<file path="src/common/abr_params_pkg.sv">
// Shared memory and field constants
`default_nettype none

package abr_params_pkg;

    // Memory geometry
    localparam int ABR_MEM_ADDR_WIDTH = 15;
    localparam int DATA_WIDTH = 32;
    localparam int COEFF_PER_CLK = 4;

    // ML-KEM field
    localparam int MLKEM_Q = 3329;
    localparam int MLKEM_Q_WIDTH = 12;
    localparam int MLKEM_N = 256;

    // Memory lane is sized for the wider ML-DSA coefficient
    localparam int MLDSA_Q_WIDTH = 24;

    typedef logic [ABR_MEM_ADDR_WIDTH-1:0] mem_addr_t;
    typedef logic [MLKEM_Q_WIDTH-1:0] coeff_t;

    typedef enum logic [1:0] {
        RW_IDLE  = 2'b00,
        RW_READ  = 2'b01,
        RW_WRITE = 2'b10
    } rd_wr_en_e;

    typedef struct packed {
        rd_wr_en_e rd_wr_en;
        mem_addr_t addr;
    } mem_if_t;

endpackage

`default_nettype wire

</file>
<file path="src/common/decompress_defines_pkg.sv">
// Decompression modes and widths
`default_nettype none

package decompress_defines_pkg;

    // Encoded as the index into the per-mode rate tables
    typedef enum logic [1:0] {
        decompress1  = 2'd0,
        decompress5  = 2'd1,
        decompress11 = 2'd2,
        decompress12 = 2'd3
    } decompress_mode_t;

    localparam int DECOMP_MAX_D = 12;
    localparam int DECOMP_D_W = $clog2(DECOMP_MAX_D + 1);

    // Bit buffer between the read port and the lanes
    localparam int PISO_IN_W = 64;
    localparam int PISO_OUT_W = 48;
    localparam int PISO_BUF_W = 104;

    // Scaled coefficient before the final shift, 4095 * 3329 + 2048 fits
    localparam int DECOMP_PROD_W = 24;

    typedef logic [DECOMP_PROD_W-1:0] decomp_prod_t;

    function automatic logic [DECOMP_D_W-1:0] decomp_width(input decompress_mode_t mode);
        logic [DECOMP_D_W-1:0] d;
        unique case (mode)
            decompress1:  d = 4'd1;
            decompress5:  d = 4'd5;
            decompress11: d = 4'd11;
            decompress12: d = 4'd12;
            default:      d = 4'd12;
        endcase
        return d;
    endfunction

endpackage

`default_nettype wire

</file>
<file path="src/decompress/decompress.sv">
// Single coefficient decompression
`default_nettype none

module decompress (
    input  abr_params_pkg::coeff_t op_i,
    input  decompress_defines_pkg::decompress_mode_t mode_i,
    output abr_params_pkg::coeff_t op_o
);

    logic [decompress_defines_pkg::DECOMP_D_W-1:0] d;
    decompress_defines_pkg::decomp_prod_t scaled;
    decompress_defines_pkg::decomp_prod_t rounded;
    decompress_defines_pkg::decomp_prod_t shifted;

    // round(op * q / 2^d), computed as (op * q + 2^(d-1)) >> d
    always_comb begin
        d = decompress_defines_pkg::decomp_width(mode_i);
        scaled = decompress_defines_pkg::decomp_prod_t'(op_i)
               * decompress_defines_pkg::decomp_prod_t'(abr_params_pkg::MLKEM_Q);
        // Half of one output step
        rounded = scaled + (decompress_defines_pkg::decomp_prod_t'(1) << (d - 1'b1));
        shifted = rounded >> d;
        op_o = shifted[abr_params_pkg::MLKEM_Q_WIDTH-1:0];
    end

endmodule

`default_nettype wire

</file>
<file path="src/decompress/decompress_ctrl.sv">
// Decompression write control
`default_nettype none

module decompress_ctrl (
    input  logic clk,
    input  logic reset_n,
    input  logic zeroize_i,
    input  logic decompress_enable_i,
    input  logic [2:0] num_poly_i,
    input  abr_params_pkg::mem_addr_t dest_base_addr_i,
    input  logic mem_wr_valid_i,
    output abr_params_pkg::mem_addr_t mem_wr_addr_o,
    output logic done_o
);

    abr_params_pkg::mem_addr_t wr_addr_q;
    abr_params_pkg::mem_addr_t wr_cnt_q;
    abr_params_pkg::mem_addr_t wr_total;
    logic active_q;
    logic done_q;
    logic last_wr;

    // 64 writes of four coefficients per polynomial
    always_comb begin
        wr_total = abr_params_pkg::mem_addr_t'(num_poly_i)
                 * abr_params_pkg::mem_addr_t'(abr_params_pkg::MLKEM_N
                                               / abr_params_pkg::COEFF_PER_CLK);
        last_wr = mem_wr_valid_i & (wr_cnt_q + 1'b1 == wr_total);
    end

    always_ff @(posedge clk or negedge reset_n) begin
        if (!reset_n) begin
            wr_addr_q <= '0;
            wr_cnt_q <= '0;
            active_q <= 1'b0;
            done_q <= 1'b0;
        end else if (zeroize_i) begin
            wr_addr_q <= '0;
            wr_cnt_q <= '0;
            active_q <= 1'b0;
            done_q <= 1'b0;
        end else begin
            done_q <= last_wr;
            if (decompress_enable_i) begin
                wr_addr_q <= dest_base_addr_i;
                wr_cnt_q <= '0;
                active_q <= 1'b1;
            end else if (mem_wr_valid_i) begin
                wr_addr_q <= wr_addr_q + 1'b1;
                wr_cnt_q <= wr_cnt_q + 1'b1;
                if (last_wr) begin
                    active_q <= 1'b0;
                end
            end
        end
    end

    assign mem_wr_addr_o = wr_addr_q;
    assign done_o = done_q;

    // Buffer must be drained exactly when the count completes
    no_wr_after_done: assert property (
        @(posedge clk) disable iff (!reset_n) mem_wr_valid_i |-> active_q
    ) else $error("write strobe outside an active job");

endmodule

`default_nettype wire

</file>
<file path="src/decompress/decompress_top.sv">
// Polynomial decompression engine
`default_nettype none

module decompress_top (
    input  logic clk,
    input  logic reset_n,
    input  logic zeroize_i,

    input  logic decompress_enable_i,
    input  decompress_defines_pkg::decompress_mode_t mode_i,
    input  logic [2:0] num_poly_i,
    input  abr_params_pkg::mem_addr_t src_base_addr_i,
    input  abr_params_pkg::mem_addr_t dest_base_addr_i,

    output abr_params_pkg::mem_if_t mem_wr_req_o,
    output logic [abr_params_pkg::COEFF_PER_CLK-1:0][abr_params_pkg::MLDSA_Q_WIDTH-1:0]
                 mem_wr_data_o,

    output logic api_rd_en_o,
    output abr_params_pkg::mem_addr_t api_rd_addr_o,
    input  logic [1:0][abr_params_pkg::DATA_WIDTH-1:0] api_rd_data_i,

    output logic decompress_done_o
);

    logic busy_q;
    logic rd_en_q;
    logic read_done;
    logic [decompress_defines_pkg::DECOMP_D_W-1:0] rd_d;
    abr_params_pkg::mem_addr_t rd_end_addr;

    logic piso_hold;
    logic piso_valid;
    logic [decompress_defines_pkg::PISO_OUT_W-1:0] piso_data;

    abr_params_pkg::coeff_t [abr_params_pkg::COEFF_PER_CLK-1:0] coeff_in;
    abr_params_pkg::coeff_t [abr_params_pkg::COEFF_PER_CLK-1:0] coeff_out;

    abr_params_pkg::mem_addr_t wr_addr;
    logic write_done;

    // Busy from the start pulse until the write side reports done
    always_ff @(posedge clk or negedge reset_n) begin
        if (!reset_n) begin
            busy_q <= 1'b0;
        end else if (zeroize_i) begin
            busy_q <= 1'b0;
        end else if (decompress_enable_i) begin
            busy_q <= 1'b1;
        end else if (write_done) begin
            busy_q <= 1'b0;
        end
    end

    assign decompress_done_o = write_done;

    // Read side
    always_comb begin
        rd_d = decompress_defines_pkg::decomp_width(mode_i);
        // Each polynomial takes d * 256 / 64 reads
        rd_end_addr = src_base_addr_i
                    + abr_params_pkg::mem_addr_t'(num_poly_i)
                    * abr_params_pkg::mem_addr_t'(rd_d)
                    * abr_params_pkg::mem_addr_t'(abr_params_pkg::MLKEM_N
                                                  / decompress_defines_pkg::PISO_IN_W);
        read_done = (api_rd_addr_o == rd_end_addr);
        api_rd_en_o = busy_q & ~read_done & ~piso_hold & ~zeroize_i;
    end

    always_ff @(posedge clk or negedge reset_n) begin
        if (!reset_n) begin
            api_rd_addr_o <= '0;
            rd_en_q <= 1'b0;
        end else if (zeroize_i) begin
            api_rd_addr_o <= '0;
            rd_en_q <= 1'b0;
        end else begin
            // Read data shows up one cycle after the request
            rd_en_q <= api_rd_en_o;
            if (decompress_enable_i) begin
                api_rd_addr_o <= src_base_addr_i;
            end else if (api_rd_en_o) begin
                api_rd_addr_o <= api_rd_addr_o + 1'b1;
            end
        end
    end

    abr_piso_multi #(
        .NUM_MODES(4),
        .BUF_W(decompress_defines_pkg::PISO_BUF_W),
        .IN_W(decompress_defines_pkg::PISO_IN_W),
        .OUT_W(decompress_defines_pkg::PISO_OUT_W),
        // Four coefficients of d bits per output in mode order
        .OUTPUT_RATES('{4, 20, 44, 48})
    ) piso_inst (
        .clk(clk),
        .reset_n(reset_n),
        .zeroize_i(zeroize_i),
        .mode_i(mode_i),
        .valid_i(rd_en_q),
        .data_i(api_rd_data_i),
        .hold_o(piso_hold),
        .valid_o(piso_valid),
        .data_o(piso_data)
    );

    // Cut the chunk into d-bit fields with field i at offset i*d
    always_comb begin
        for (int i = 0; i < abr_params_pkg::COEFF_PER_CLK; i++) begin
            unique case (mode_i)
                decompress_defines_pkg::decompress1:
                    coeff_in[i] = abr_params_pkg::coeff_t'(piso_data[i*1 +: 1]);
                decompress_defines_pkg::decompress5:
                    coeff_in[i] = abr_params_pkg::coeff_t'(piso_data[i*5 +: 5]);
                decompress_defines_pkg::decompress11:
                    coeff_in[i] = abr_params_pkg::coeff_t'(piso_data[i*11 +: 11]);
                default:
                    coeff_in[i] = piso_data[i*12 +: 12];
            endcase
        end
    end

    for (genvar i = 0; i < abr_params_pkg::COEFF_PER_CLK; i++) begin : g_lane
        decompress decompress_inst (
            .op_i(coeff_in[i]),
            .mode_i(mode_i),
            .op_o(coeff_out[i])
        );

        // Upper lane bits stay zero
        assign mem_wr_data_o[i] = {
            {(abr_params_pkg::MLDSA_Q_WIDTH - abr_params_pkg::MLKEM_Q_WIDTH){1'b0}},
            coeff_out[i]
        };
    end

    decompress_ctrl ctrl_inst (
        .clk(clk),
        .reset_n(reset_n),
        .zeroize_i(zeroize_i),
        .decompress_enable_i(decompress_enable_i),
        .num_poly_i(num_poly_i),
        .dest_base_addr_i(dest_base_addr_i),
        .mem_wr_valid_i(piso_valid),
        .mem_wr_addr_o(wr_addr),
        .done_o(write_done)
    );

    always_comb begin
        mem_wr_req_o.rd_wr_en = piso_valid ? abr_params_pkg::RW_WRITE : abr_params_pkg::RW_IDLE;
        mem_wr_req_o.addr = wr_addr;
    end

    // The write side may only finish once every chunk of the job was read
    reads_complete_at_done: assert property (
        @(posedge clk) disable iff (!reset_n) write_done |-> read_done
    ) else $error("job finished before all source chunks were read");

endmodule

`default_nettype wire

</file>
<file path="src/verilog/abr_piso_multi.sv">
// Multi-rate parallel-in serial-out buffer
`default_nettype none

module abr_piso_multi #(
    parameter int NUM_MODES = 4,
    parameter int BUF_W = decompress_defines_pkg::PISO_BUF_W,
    parameter int IN_W = decompress_defines_pkg::PISO_IN_W,
    parameter int OUT_W = decompress_defines_pkg::PISO_OUT_W,
    parameter int OUTPUT_RATES [NUM_MODES] = '{4, 20, 44, 48}
) (
    input  logic clk,
    input  logic reset_n,
    input  logic zeroize_i,
    input  logic [$clog2(NUM_MODES)-1:0] mode_i,
    input  logic valid_i,
    input  logic [IN_W-1:0] data_i,
    output logic hold_o,
    output logic valid_o,
    output logic [OUT_W-1:0] data_o
);

    // Room for a full buffer plus one incoming chunk
    localparam int CNT_W = $clog2(BUF_W + IN_W + 1);

    logic [BUF_W-1:0] bit_buf_q;
    logic [BUF_W-1:0] drained;
    logic [BUF_W-1:0] in_shifted;
    logic [CNT_W-1:0] fill_q;
    logic [CNT_W-1:0] fill_after_out;
    logic [CNT_W-1:0] fill_next;
    logic [CNT_W-1:0] rate;

    always_comb begin
        rate = CNT_W'(OUTPUT_RATES[mode_i]);
        valid_o = (fill_q >= rate);

        // Oldest bits sit at the bottom and leave first
        if (valid_o) begin
            fill_after_out = fill_q - rate;
            drained = bit_buf_q >> rate;
        end else begin
            fill_after_out = fill_q;
            drained = bit_buf_q;
        end

        // New chunk lands just above the bits that remain
        in_shifted = BUF_W'(data_i) << fill_after_out;
        fill_next = valid_i ? fill_after_out + CNT_W'(IN_W) : fill_after_out;

        // A read issued now arrives next cycle and must still fit
        hold_o = (fill_next + CNT_W'(IN_W)) > CNT_W'(BUF_W);
    end

    assign data_o = bit_buf_q[OUT_W-1:0];

    always_ff @(posedge clk or negedge reset_n) begin
        if (!reset_n) begin
            bit_buf_q <= '0;
            fill_q <= '0;
        end else if (zeroize_i) begin
            bit_buf_q <= '0;
            fill_q <= '0;
        end else begin
            bit_buf_q <= valid_i ? (drained | in_shifted) : drained;
            fill_q <= fill_next;
        end
    end

    // Holds only if the requester respects hold_o one cycle ahead
    fill_in_range: assert property (
        @(posedge clk) disable iff (!reset_n) fill_q <= CNT_W'(BUF_W)
    ) else $error("bit buffer overflow");

endmodule

`default_nettype wire
</file>
<file path="config.mk">
export PLATFORM = sky130hd
export DESIGN_NAME = decompress_top
export DESIGN_NICKNAME = d
export VERILOG_FILES = /design/src/common/abr_params_pkg.sv /design/src/common/decompress_defines_pkg.sv /design/src/decompress/decompress.sv /design/src/decompress/decompress_ctrl.sv /design/src/decompress/decompress_top.sv /design/src/verilog/abr_piso_multi.sv
export SDC_FILE = /design/constraint.sdc
export NUM_CORES = 1
export LEC_CHECK = 0
export BUFFER_PORTS_ARGS = -buffer_cell sky130_fd_sc_hd__buf_2
export CORE_UTILIZATION = 35
export CTS_CLUSTER_DIAMETER = 50
export CTS_CLUSTER_SIZE = 20
export DETAILED_ROUTE_END_ITERATION = 16
export PLACE_DENSITY = 0.5
export SYNTH_ARGS = -nofsm -noshare
export SYNTH_HDL_FRONTEND = slang
export SYNTH_SLANG_ARGS = --single-unit
</file>
<file path="constraint.sdc">
create_clock -name clk -period 14.3 [get_ports clk]
set_input_delay 2.86 -clock clk [delete_from_list [all_inputs] [get_ports clk]]
set_output_delay 2.86 -clock clk [all_outputs]
set_load 0.05 [all_outputs]
</file>
==> impl_metrics.toml, run 1 <==
[setup_path]
arrival_ns = 9.71
endpoint_kind = "output pin"
critical_path_class = "in -> out"
rrSetupSlack_ns = 8.28
r2r_end = "piso_inst.bit_buf_q[102]"
crit_fanout = 90
crit_required_ns = 11.44
ff2ff_path_depth = 15
r2r-start = "piso_inst.fill_q[2]"
start_kind = "input pin"

[global_routing]
grt_pass1_vias = 22590
grt_use_total_pct = 22.6
grt_start_max_net_pins = 91
grt_overflow = 0
antenna_found_initial = 0
grt_pass1_wl_um = 134000

[route]
wl_per_cell_um = 21.3
drtPass1Iterations = 5
num_vias = 23337
drc = 0
via_per_inst = 5.76
ant_nets = 0
dr.first_iter.drc_count = 2108
routed_wl_um = 86400

[cts]
cts_made_buffers = 17
clockBufferDepth = 2
postCtsSetupBuffers = 0
clk_transition_reported_paths_ns = 0.06
clk_latency_ns = 0.46
cts_tree = "done"
postCtsResizedCells = 0
clock_sinks = 158
htreeDepth = 4
hold_buffers = 0
cts-root-buf = "clkbuf_16"

[logic_synthesis]
yosysWarnings = 0
yosysTopAreaCell = "ha_1"
synth_common_cells = "ha_1 (414), inv_1 (296), nand2_1 (285), nor2_1 (201), dfrtp_1 (158)"
ys_seq_area_share_pct = 15.1
postSynthAreaPerCell_um2 = 8.84
yosysMostFrequentCell = "ha_1"
netlist_area_mm2 = 0.0262
synth_top_area_share_pct = 19.8
yosysUniqueCellTypes = 84
synth-async-reset-ratio_pct = 100
synthCells = 2965
synth_flop_cell = "dfrtp_1"
ys_top_cells_by_area = "ha_1 (20%), dfrtp_1 (15%), mux4_2 (11%), fa_1 (5.9%), inv_1 (4.2%)"
synth_edf_count = 0
ys_ff_latch = 158

[sta]
hold_viol = 0
fin_crit_ns = 12.57
fmax_ghz = 0.0796
setup-violations-final = 0
fin_ws_ns = 1.73
clock_skew_ns = 0.0102
min_period_over_period_pct = 87.9
tightest_slew_ns = 1.10
setup_tns_ns = 0
max_slew_margin_pct = 26.5
drv_slew = 0
rsz0062_at_grt = "false"

[cells_and_area]
nFillCells = 7443
drive_gt1_share_pct = 13.9
nets = 3677
area_growth_pct = 8.49

[floorplanning]
dieWidth_um = 276
initial_core_util_pct = 35.7
num_rows = 99
core_area_mm2 = 0.0735
die_h_um = 276
die-area_mm2 = 0.0759
io_pins = 233

[place]
gp_congestion = 0.895
dpl.hpwl_um = 67500
pre_cts_ws_ns = 1.79
io_buffers = 183

[job]
cap_violations = 0

[hold_path]
hold_path.class = "reg -> reg"
hold_depth = 2
holdCritStartpoint = "piso_inst.bit_buf_q[4]"
min_to = "piso_inst.bit_buf_q[4]"

[run_status]
status = "completed"

[pwr]
power_leakage_nw = 14.3
power.density_mw_per_mm2 = 189
irDropWorstVdd_v = 0.000186
==> layer usage <==
metal | routed length [um] | track usage [%] | part of all wire, % | vias to the layer above
li1 | - | - | - | 10848
met1 | 40800 | 33.0 | 47 | 11566
met2 | 38800 | 34.9 | 45 | 821
met3 | 5130 | 3.11 | 5.9 | 102
met4 | 1720 | 5.38 | 2.0 | 0
met5 | 0 | 0 | 0 | -
==> critical path: stages <==
cell and delay, ns:
clkbuf_8 0.53, inv_1 0.13, nand2_1 0.11, inv_1 0.38
nand2_1 0.17, o21ai_0 0.25, ha_1 0.37, inv_1 0.05
fa_1 0.51, inv_1 0.05, ha_1 0.27, inv_1 0.08
fa_1 0.42, fa_1 0.49, inv_1 0.04, ha_1 0.34
a21o_1 0.22, a21o_1 0.20, a221oi_1 0.44, o21ai_0 0.29
a221o_1 0.41, a31oi_1 0.24, mux2i_1 0.26, a21oi_1 0.07
a21oi_1 0.17, buf_2 0.28
==> registers in the layout, summed over array words and instances (netlist names) <==
register                 cells
api_rd_addr_o               15
busy_q                       1
ctrl_inst.done_o             1
ctrl_inst.mem_wr_addr_o     15
ctrl_inst.wr_cnt_q          15
piso_inst.bit_buf_q        104
piso_inst.fill_q             6
rd_en_q                      1
==> final cells by class <==
cell class / instances / area (um^2) / area share, %
diodes: 1 / 2.50 / 0.00880
clock buffers: 22 / 464 / 1.63
clock inverters: 9 / 88.8 / 0.313
inverters: 299 / 1130 / 3.98
multi-input cells: 2394 / 20400 / 71.8
flip-flops and latches: 158 / 3950 / 13.9
well taps: 959 / 1200 / 4.22
repair buffers: 213 / 1170 / 4.11
==> power breakdown <==
part | switching, mW | internal [mW] | leakage, nW
Sequential | 0.181 | 0.542 | 2.16
Combinational | 2.73 | 1.47 | 11.9
Clock | 0.209 | 0.247 | 0.250
==> cell families after synthesis <==
family / count (synthesis) / share of synthesized area, %
buf+inv: 508 / 8.54
mux: 245 / 15.7
other cells: 2 / 0.0287
simple gates: 763 / 13.3
fa+ha+maj: 491 / 25.7
xor+xnor: 132 / 4.41
flops: 158 / 15.1
compound gates: 666 / 17.3
==> cells in the final DEF, fill, tap and decap left out, types with 24 or more instances in the layout <==
| cell type | instances |
|---|---|
| dfrtp_1 | 158 |
| a21o_1 | 56 |
| nor3_1 | 43 |
| a21oi_1 | 154 |
| nand2b_1 | 24 |
| o21ai_0 | 114 |
| a211oi_1 | 41 |
| a31oi_1 | 54 |
| nor2_1 | 200 |
| and3_1 | 41 |
| xor2_1 | 58 |
| nand3_1 | 55 |
| ha_1 | 414 |
| buf_2 | 179 |
| conb_1 | 97 |
| inv_1 | 295 |
| fa_1 | 77 |
| mux2i_1 | 89 |
| xnor2_1 | 74 |
| buf_4 | 31 |
| mux4_2 | 130 |
| nor2b_1 | 24 |
| nand2_1 | 285 |
==> how the worst max path moves through the flow <==
stage | start | to | slack [ns] | cells past startpoint
3_3_place_gp | mode_i[0] | mem_wr_data_o[82] | 1.95 | 26
4_1_cts | mode_i[1] | mem_wr_data_o[82] | 1.74 | 25
5_1_grt | mode_i[0] | mem_wr_data_o[82] | 1.29 | 26
2_1_floorplan | mode_i[1] | mem_wr_data_o[81] | 1.31 | 26
6_report | mode_i[0] | mem_wr_data_o[82] | 1.73 | 26
3_5_place_dp | mode_i[1] | mem_wr_data_o[82] | 1.79 | 25
==> stage by stage <==
step	hold slack [ns]	power, mW	utilization [%]	instance area (um^2)	cells
after floorplan	0.509	3.71	-	26600	3060
after global placement	0.546	4.84	37.9	27900	4023
after detailed placement	0.569	4.86	37.9	27900	4023
after CTS	0.578	5.35	38.7	28400	4054
after global routing	0.600	5.76	38.7	28400	4054
final	0.577	5.38	38.7	28400	4055
No activity file was read; power rests on OpenSTA's default activity.
==> inputs of run 2 (changes only) <==
- CELL_PAD_IN_SITES_DETAIL_PLACEMENT: unset -> 2
- CELL_PAD_IN_SITES_GLOBAL_PLACEMENT: unset -> 2
- PLACE_DENSITY: 0.5 -> 0.77
- SYNTH_HIERARCHICAL: unset -> 1
- clock period: 14.3 -> 11.34 ns (I/O delays scaled with it)
==> impl_metrics.toml, run 2 <==
[route]
drtPass1Iterations = 5
met1Wirelength_um = 47500
dr.first_iter.drc_count = 1579
ant_nets = 0
topRoutingLayerUsed = "met4"
num_vias = 25657
route.met3.wl_um = 4470
met2RoutedLength_um = 50600
routed_wl_um = 105000
drc = 0
wl_per_cell_um = 24.0
via_per_inst = 5.89

[sta]
fin_crit_ns = 10.48
tightest_slew_ns = 1.15
min_period_over_period_pct = 92.4
drv_slew = 0
fin_hold_ws_ns = 0.540
hold_viol = 0
setup-violations-final = 0
clock_skew_ns = 0.0133
fin_ws_ns = 0.864
setup_tns_ns = 0
max_slew_margin_pct = 20.9
fmax_ghz = 0.0955
rsz0062_at_grt = "false"

[logic_synthesis]
yosysMostFrequentCell = "ha_1"
synth_flop_cell = "dfrtp_1"
yosysWarnings = 6
ys_ff_latch = 158
synthMuxAreaShare_pct = 13.7
synthXorXnorAreaFrac_pct = 4.25
synth_top_area_share_pct = 18.4
synth-async-reset-ratio_pct = 100
synth_edf_count = 0
synth-compound-area-share_pct = 19.0
yosysUniqueCellTypes = 118
netlist_area_mm2 = 0.0282
synth_fa_ha_area_share_pct = 23.9
postSynthAreaPerCell_um2 = 8.68
yosysTopAreaCell = "ha_1"
synth-simple-area-share_pct = 15.1
synth_common_cells = "ha_1 (415), nand2_1 (328), inv_1 (269), nor2_1 (222), a21oi_1 (179)"
synthCells = 3251
synth_top_family_by_area = "adder cells"
ys_seq_area_share_pct = 14.0
ys_top_cells_by_area = "ha_1 (18%), dfrtp_1 (14%), mux4_2 (7.1%), fa_1 (5.5%), mux2i_1 (5.4%)"

[floorplanning]
io_pins = 233
die_h_um = 286
dieWidth_um = 286
initial_core_util_pct = 35.6
num_rows = 103
core_area_mm2 = 0.0794
die-area_mm2 = 0.0818

[global_routing]
grt_pass1_vias = 27516
antenna_found_initial = 1
grt_pass1_wl_um = 165000
grt_use_total_pct = 25.4
grt_overflow = 0
grt_start_max_net_pins = 93

[place]
placedCellCount = 4327
place_area_mm2 = 0.0293
pre_cts_ws_ns = 0.895
io_buffers = 183
gp_congestion = 0.870
dpl.hpwl_um = 83600

[cts]
clockBufferDepth = 2
postCtsResizedCells = 0
postCtsSetupBuffers = 0
cts_made_buffers = 17
hold_buffers = 0
cts-root-buf = "clkbuf_16"
cts_tree = "done"
htreeDepth = 4
clock_sinks = 158
clk_latency_ns = 0.47
clk_transition_reported_paths_ns = 0.07

[setup_path]
crit_fanout = 73
r2r-start = "piso_inst/fill_q[2]"
rrSetupSlack_ns = 5.87
endpoint_kind = "output pin"
start_kind = "input pin"
critical_path_class = "in -> out"
crit_required_ns = 9.07
r2r_end = "piso_inst/bit_buf_q[94]"
ff2ff_path_depth = 14
arrival_ns = 8.21

[job]
cap_violations = 0

[pwr]
internal-power_mw = 3.42
seq_power_share_pct = 10.5
switching_share_pct = 61.8
irDropWorstVdd_v = 0.000332
pwr-share-clk_pct = 6.7
comb_power_share_pct = 82.8
power.density_mw_per_mm2 = 299
power.net_switching_mw = 5.52
power_leakage_nw = 14.5

[cells_and_area]
layout_commonest_cell = "ha_1"
nets = 3891
largest_register_ffs = 104
layout_common_cells = "ha_1 (415), nand2_1 (328), inv_1 (269)"
finalNonFillerCells = 4359
diodes = 0
top_register = "piso_inst/bit_buf_q"
area_growth_pct = 5.96
drive_gt1_share_pct = 14.2
layout.cell_area.non_filler_mm2 = 0.0299

[run_status]
status = "completed"

[hold_path]
holdCritStartpoint = "busy_q"
hold_path.class = "reg -> reg"
hold_depth = 2
min_to = "busy_q"
-- run 2: cell count changes after synthesis, moves of 25 or more --
cell / previous run / this run
a21oi_1: 154 / 179
mux2i_1: 92 / 153
inv_1: 296 / 269
o21ai_0: 114 / 81
mux4_2: 130 / 89
buf_4: 58 / 109
nand2_1: 285 / 328
-- run 2: area by class of cell --
cell class | instances | area [um^2]
inverter | 270 | 1020
multi-input combinational | 2632 | 21800
clock inverter | 15 | 153
sequential | 158 | 3950
timing repair buffer | 217 | 1200
tap | 1050 | 1310
fill | 9108 | 49500
clock buffer | 17 | 425
-- run 2: cells by family after synthesis --
| kind of cell | count (synthesis) |
|---|---|
| buf+inv | 549 |
| mux | 271 |
| simple gates | 906 |
| fa+ha+maj | 492 |
| other cells | 9 |
| flops | 158 |
| xor+xnor | 137 |
| compound gates | 729 |
-- run 2: metrics by stage --
| step | utilization (%) | total power, mW |
|---|---|---|
| floorplan | - | 6.23 |
| global placement | 36.9 | 7.98 |
| detailed placement | 36.9 | 8.18 |
| CTS | 37.7 | 8.84 |
| global route | 37.7 | 9.47 |
| finish | 37.7 | 8.93 |
-- run 2: worst max-delay path by stage --
stage,startpoint,to,cells after the start
detailed placement,mode_i[0],mem_wr_data_o[35],20
global placement,mode_i[0],mem_wr_data_o[34],20
CTS,mode_i[0],mem_wr_data_o[35],20
floorplan,mode_i[0],mem_wr_data_o[57],22
global route,mode_i[0],mem_wr_data_o[35],20
finish,mode_i[0],mem_wr_data_o[35],20
-- run 2: per-layer routing --
metal	up-vias	global-route usage [%]
li1	11705	-
met1	13205	34.7
met2	643	43.0
met3	104	2.00
met4	0	6.12
met5	-	0
-- run 2: power by group through the flow --
stage	logic, mW	registers [mW]	clock network, mW
after floorplan	5.40	0.829	0
after global placement	7.05	0.930	0
after detailed placement	7.24	0.939	0
after CTS	7.30	0.929	0.609
after global routing	7.89	0.947	0.629
final	7.39	0.938	0.601
-- run 2: critical path, cell delays in order --
cell and delay, ns:
buf_8 0.42, nor2b_1 0.53, a22o_1 0.33, ha_1 0.28, fa_1 0.45, ha_1 0.28
inv_1 0.09, fa_1 0.44, fa_1 0.50, inv_1 0.05, ha_1 0.46, nand3_1 0.19
nor2_1 0.16, nand3_1 0.11, a31o_2 0.27, o21ai_0 0.34, o22ai_1 0.15, xor2_1 0.18
a221oi_1 0.34, buf_2 0.33
==> inputs of run 3 (changes only) <==
- BUFFER_PORTS_ARGS: -buffer_cell sky130_fd_sc_hd__buf_2 -> -buffer_cell sky130_fd_sc_hd__buf_4
- CORE_MARGIN: unset -> 8
==> impl_metrics.toml, run 3 (synthesis results as in run 2) <==
[setup_path]
critical_path_class = "in -> out"
path_delay_family = "adder cells"
crit_fanout = 61
ff2ff_path_depth = 14
arrival_ns = 8.04
critPathSlowestCell = "fa_1"
rrSetupSlack_ns = 6.03
worst-path-stages = 20
endpoint_kind = "output pin"
start_kind = "input pin"
crit_required_ns = 9.07
cp_slowest_stage_delay_ns = 0.51
worstPathCellList = "buf_8 > nor2b_1 > a22o_1 > ha_1 > fa_1 > ha_1 > inv_1 > fa_1 > fa_1 > inv_1 > ha_1 > nand3_1 > nor2_1 > nand3_1 > a31o_2 > o21ai_0 > o22ai_1 > xor2_1 > a221oi_1 > buf_4"
crit_buf_inv = 4

[pwr]
power_mw = 9.09
power.density_mw_per_mm2 = 299
power_leakage_nw = 14.6
irDropWorstVdd_v = 0.000381

[sta]
setup-violations-final = 0
fin_ws_ns = 1.03
setup_tns_ns = 0
clock_skew_ns = 0.0117
min_period_over_period_pct = 90.9
tightest_slew_ns = 1.08
fin_crit_ns = 10.31
rsz0062_at_grt = "false"
max_slew_margin_pct = 25.7
drv_slew = 0
fin_hold_ws_ns = 0.561
hold_viol = 0
fmax_ghz = 0.0970

[global_routing]
grt_pass1_vias = 28183
grt_pass1_wl_um = 168000
grt_start_max_net_pins = 80
antenna_found_initial = 0
grt_overflow = 0
grt_use_total_pct = 23.1

[place]
place_area_mm2 = 0.0298
placedCellCount = 4341
dpl.hpwl_um = 86000
io_buffers = 183
gp_congestion = 0.870
pre_cts_ws_ns = 0.994

[cts]
clk_latency_ns = 0.45
hold_buffers = 0
cts_tree = "done"
cts_made_buffers = 17
clock_sinks = 158
clockBufferDepth = 2
postCtsSetupBuffers = 0
clk_transition_reported_paths_ns = 0.08
cts-root-buf = "clkbuf_16"
htreeDepth = 4
postCtsResizedCells = 0

[run_status]
status = "completed"

[cells_and_area]
layout_common_cells = "ha_1 (415), nand2_1 (328), inv_1 (269)"
postLayoutCoreUtil_pct = 38.0
diodes = 0
layout_commonest_cell = "ha_1"
top_register = "piso_inst/bit_buf_q"
area_growth_pct = 7.83
drive_gt1_share_pct = 14.3
largest_register_ffs = 104
nets = 3895
finalNonFillerCells = 4373
layout.cell_area.non_filler_mm2 = 0.0304

[floorplanning]
io_pins = 233
core_area_mm2 = 0.0802
num_rows = 104
die-area_mm2 = 0.0900
dieWidth_um = 300
die_h_um = 300
initial_core_util_pct = 35.2

[route]
drtPass1Iterations = 5
routed_wl_um = 107000
wl_per_cell_um = 24.4
num_vias = 25598
via_per_inst = 5.85
drc = 0
ant_nets = 0
dr.first_iter.drc_count = 1688

[job]
cap_violations = 0

[hold_path]
hold_path.class = "reg -> reg"
hold_depth = 2
run 3: cell types whose count changed in the layout (fill, tap and decap cells not counted):
cell,before,now
buf_4,35,218
clkbuf_8,0,1
clkinv_2,2,0
clkinv_4,2,4
clkinvlp_4,2,0
buf_2,179,0
bufinv_16,1,2
run 3: tightest hold or removal path, cell delays in order (launching register included):
cell      delay (ns)
dfrtp_1         0.38
nand2b_1        0.08
a21oi_1         0.07
run 3: path summary, 6_finish.rpt:
check | from | end
min reg2reg | busy_q | busy_q
min | busy_q | busy_q
max in group asynchronous | reset_n | piso_inst/bit_buf_q[2]
max | mode_i[0] | mem_wr_data_o[35]
max reg2reg | piso_inst/fill_q[2] | piso_inst/bit_buf_q[60]
min in group asynchronous | reset_n | api_rd_addr_o[13]
run 3: power by group:
group	total (mW)	internal (mW)	switching, mW
Clock	0.627	0.341	0.286
Sequential	0.932	0.694	0.238
Combinational	7.53	2.52	5.01
run 3: cell type report:
| type | count | area [um^2] |
|---|---|---|
| tap | 1060 | 1330 |
| inverter | 270 | 1020 |
| clock buffer | 18 | 439 |
| sequential | 158 | 3950 |
| timing repair buffer | 221 | 1680 |
| fill | 9150 | 49700 |
| multi-input combinational | 2632 | 21800 |
| clock inverter | 14 | 175 |
run 3: layer usage:
metal	vias to the layer above	wire length, um	global-route usage (%)
met4	0	2140	5.18
met3	114	4990	2.11
met2	711	51900	39.6
met5	-	0	0
li1	11715	-	-
met1	13058	47800	31.5
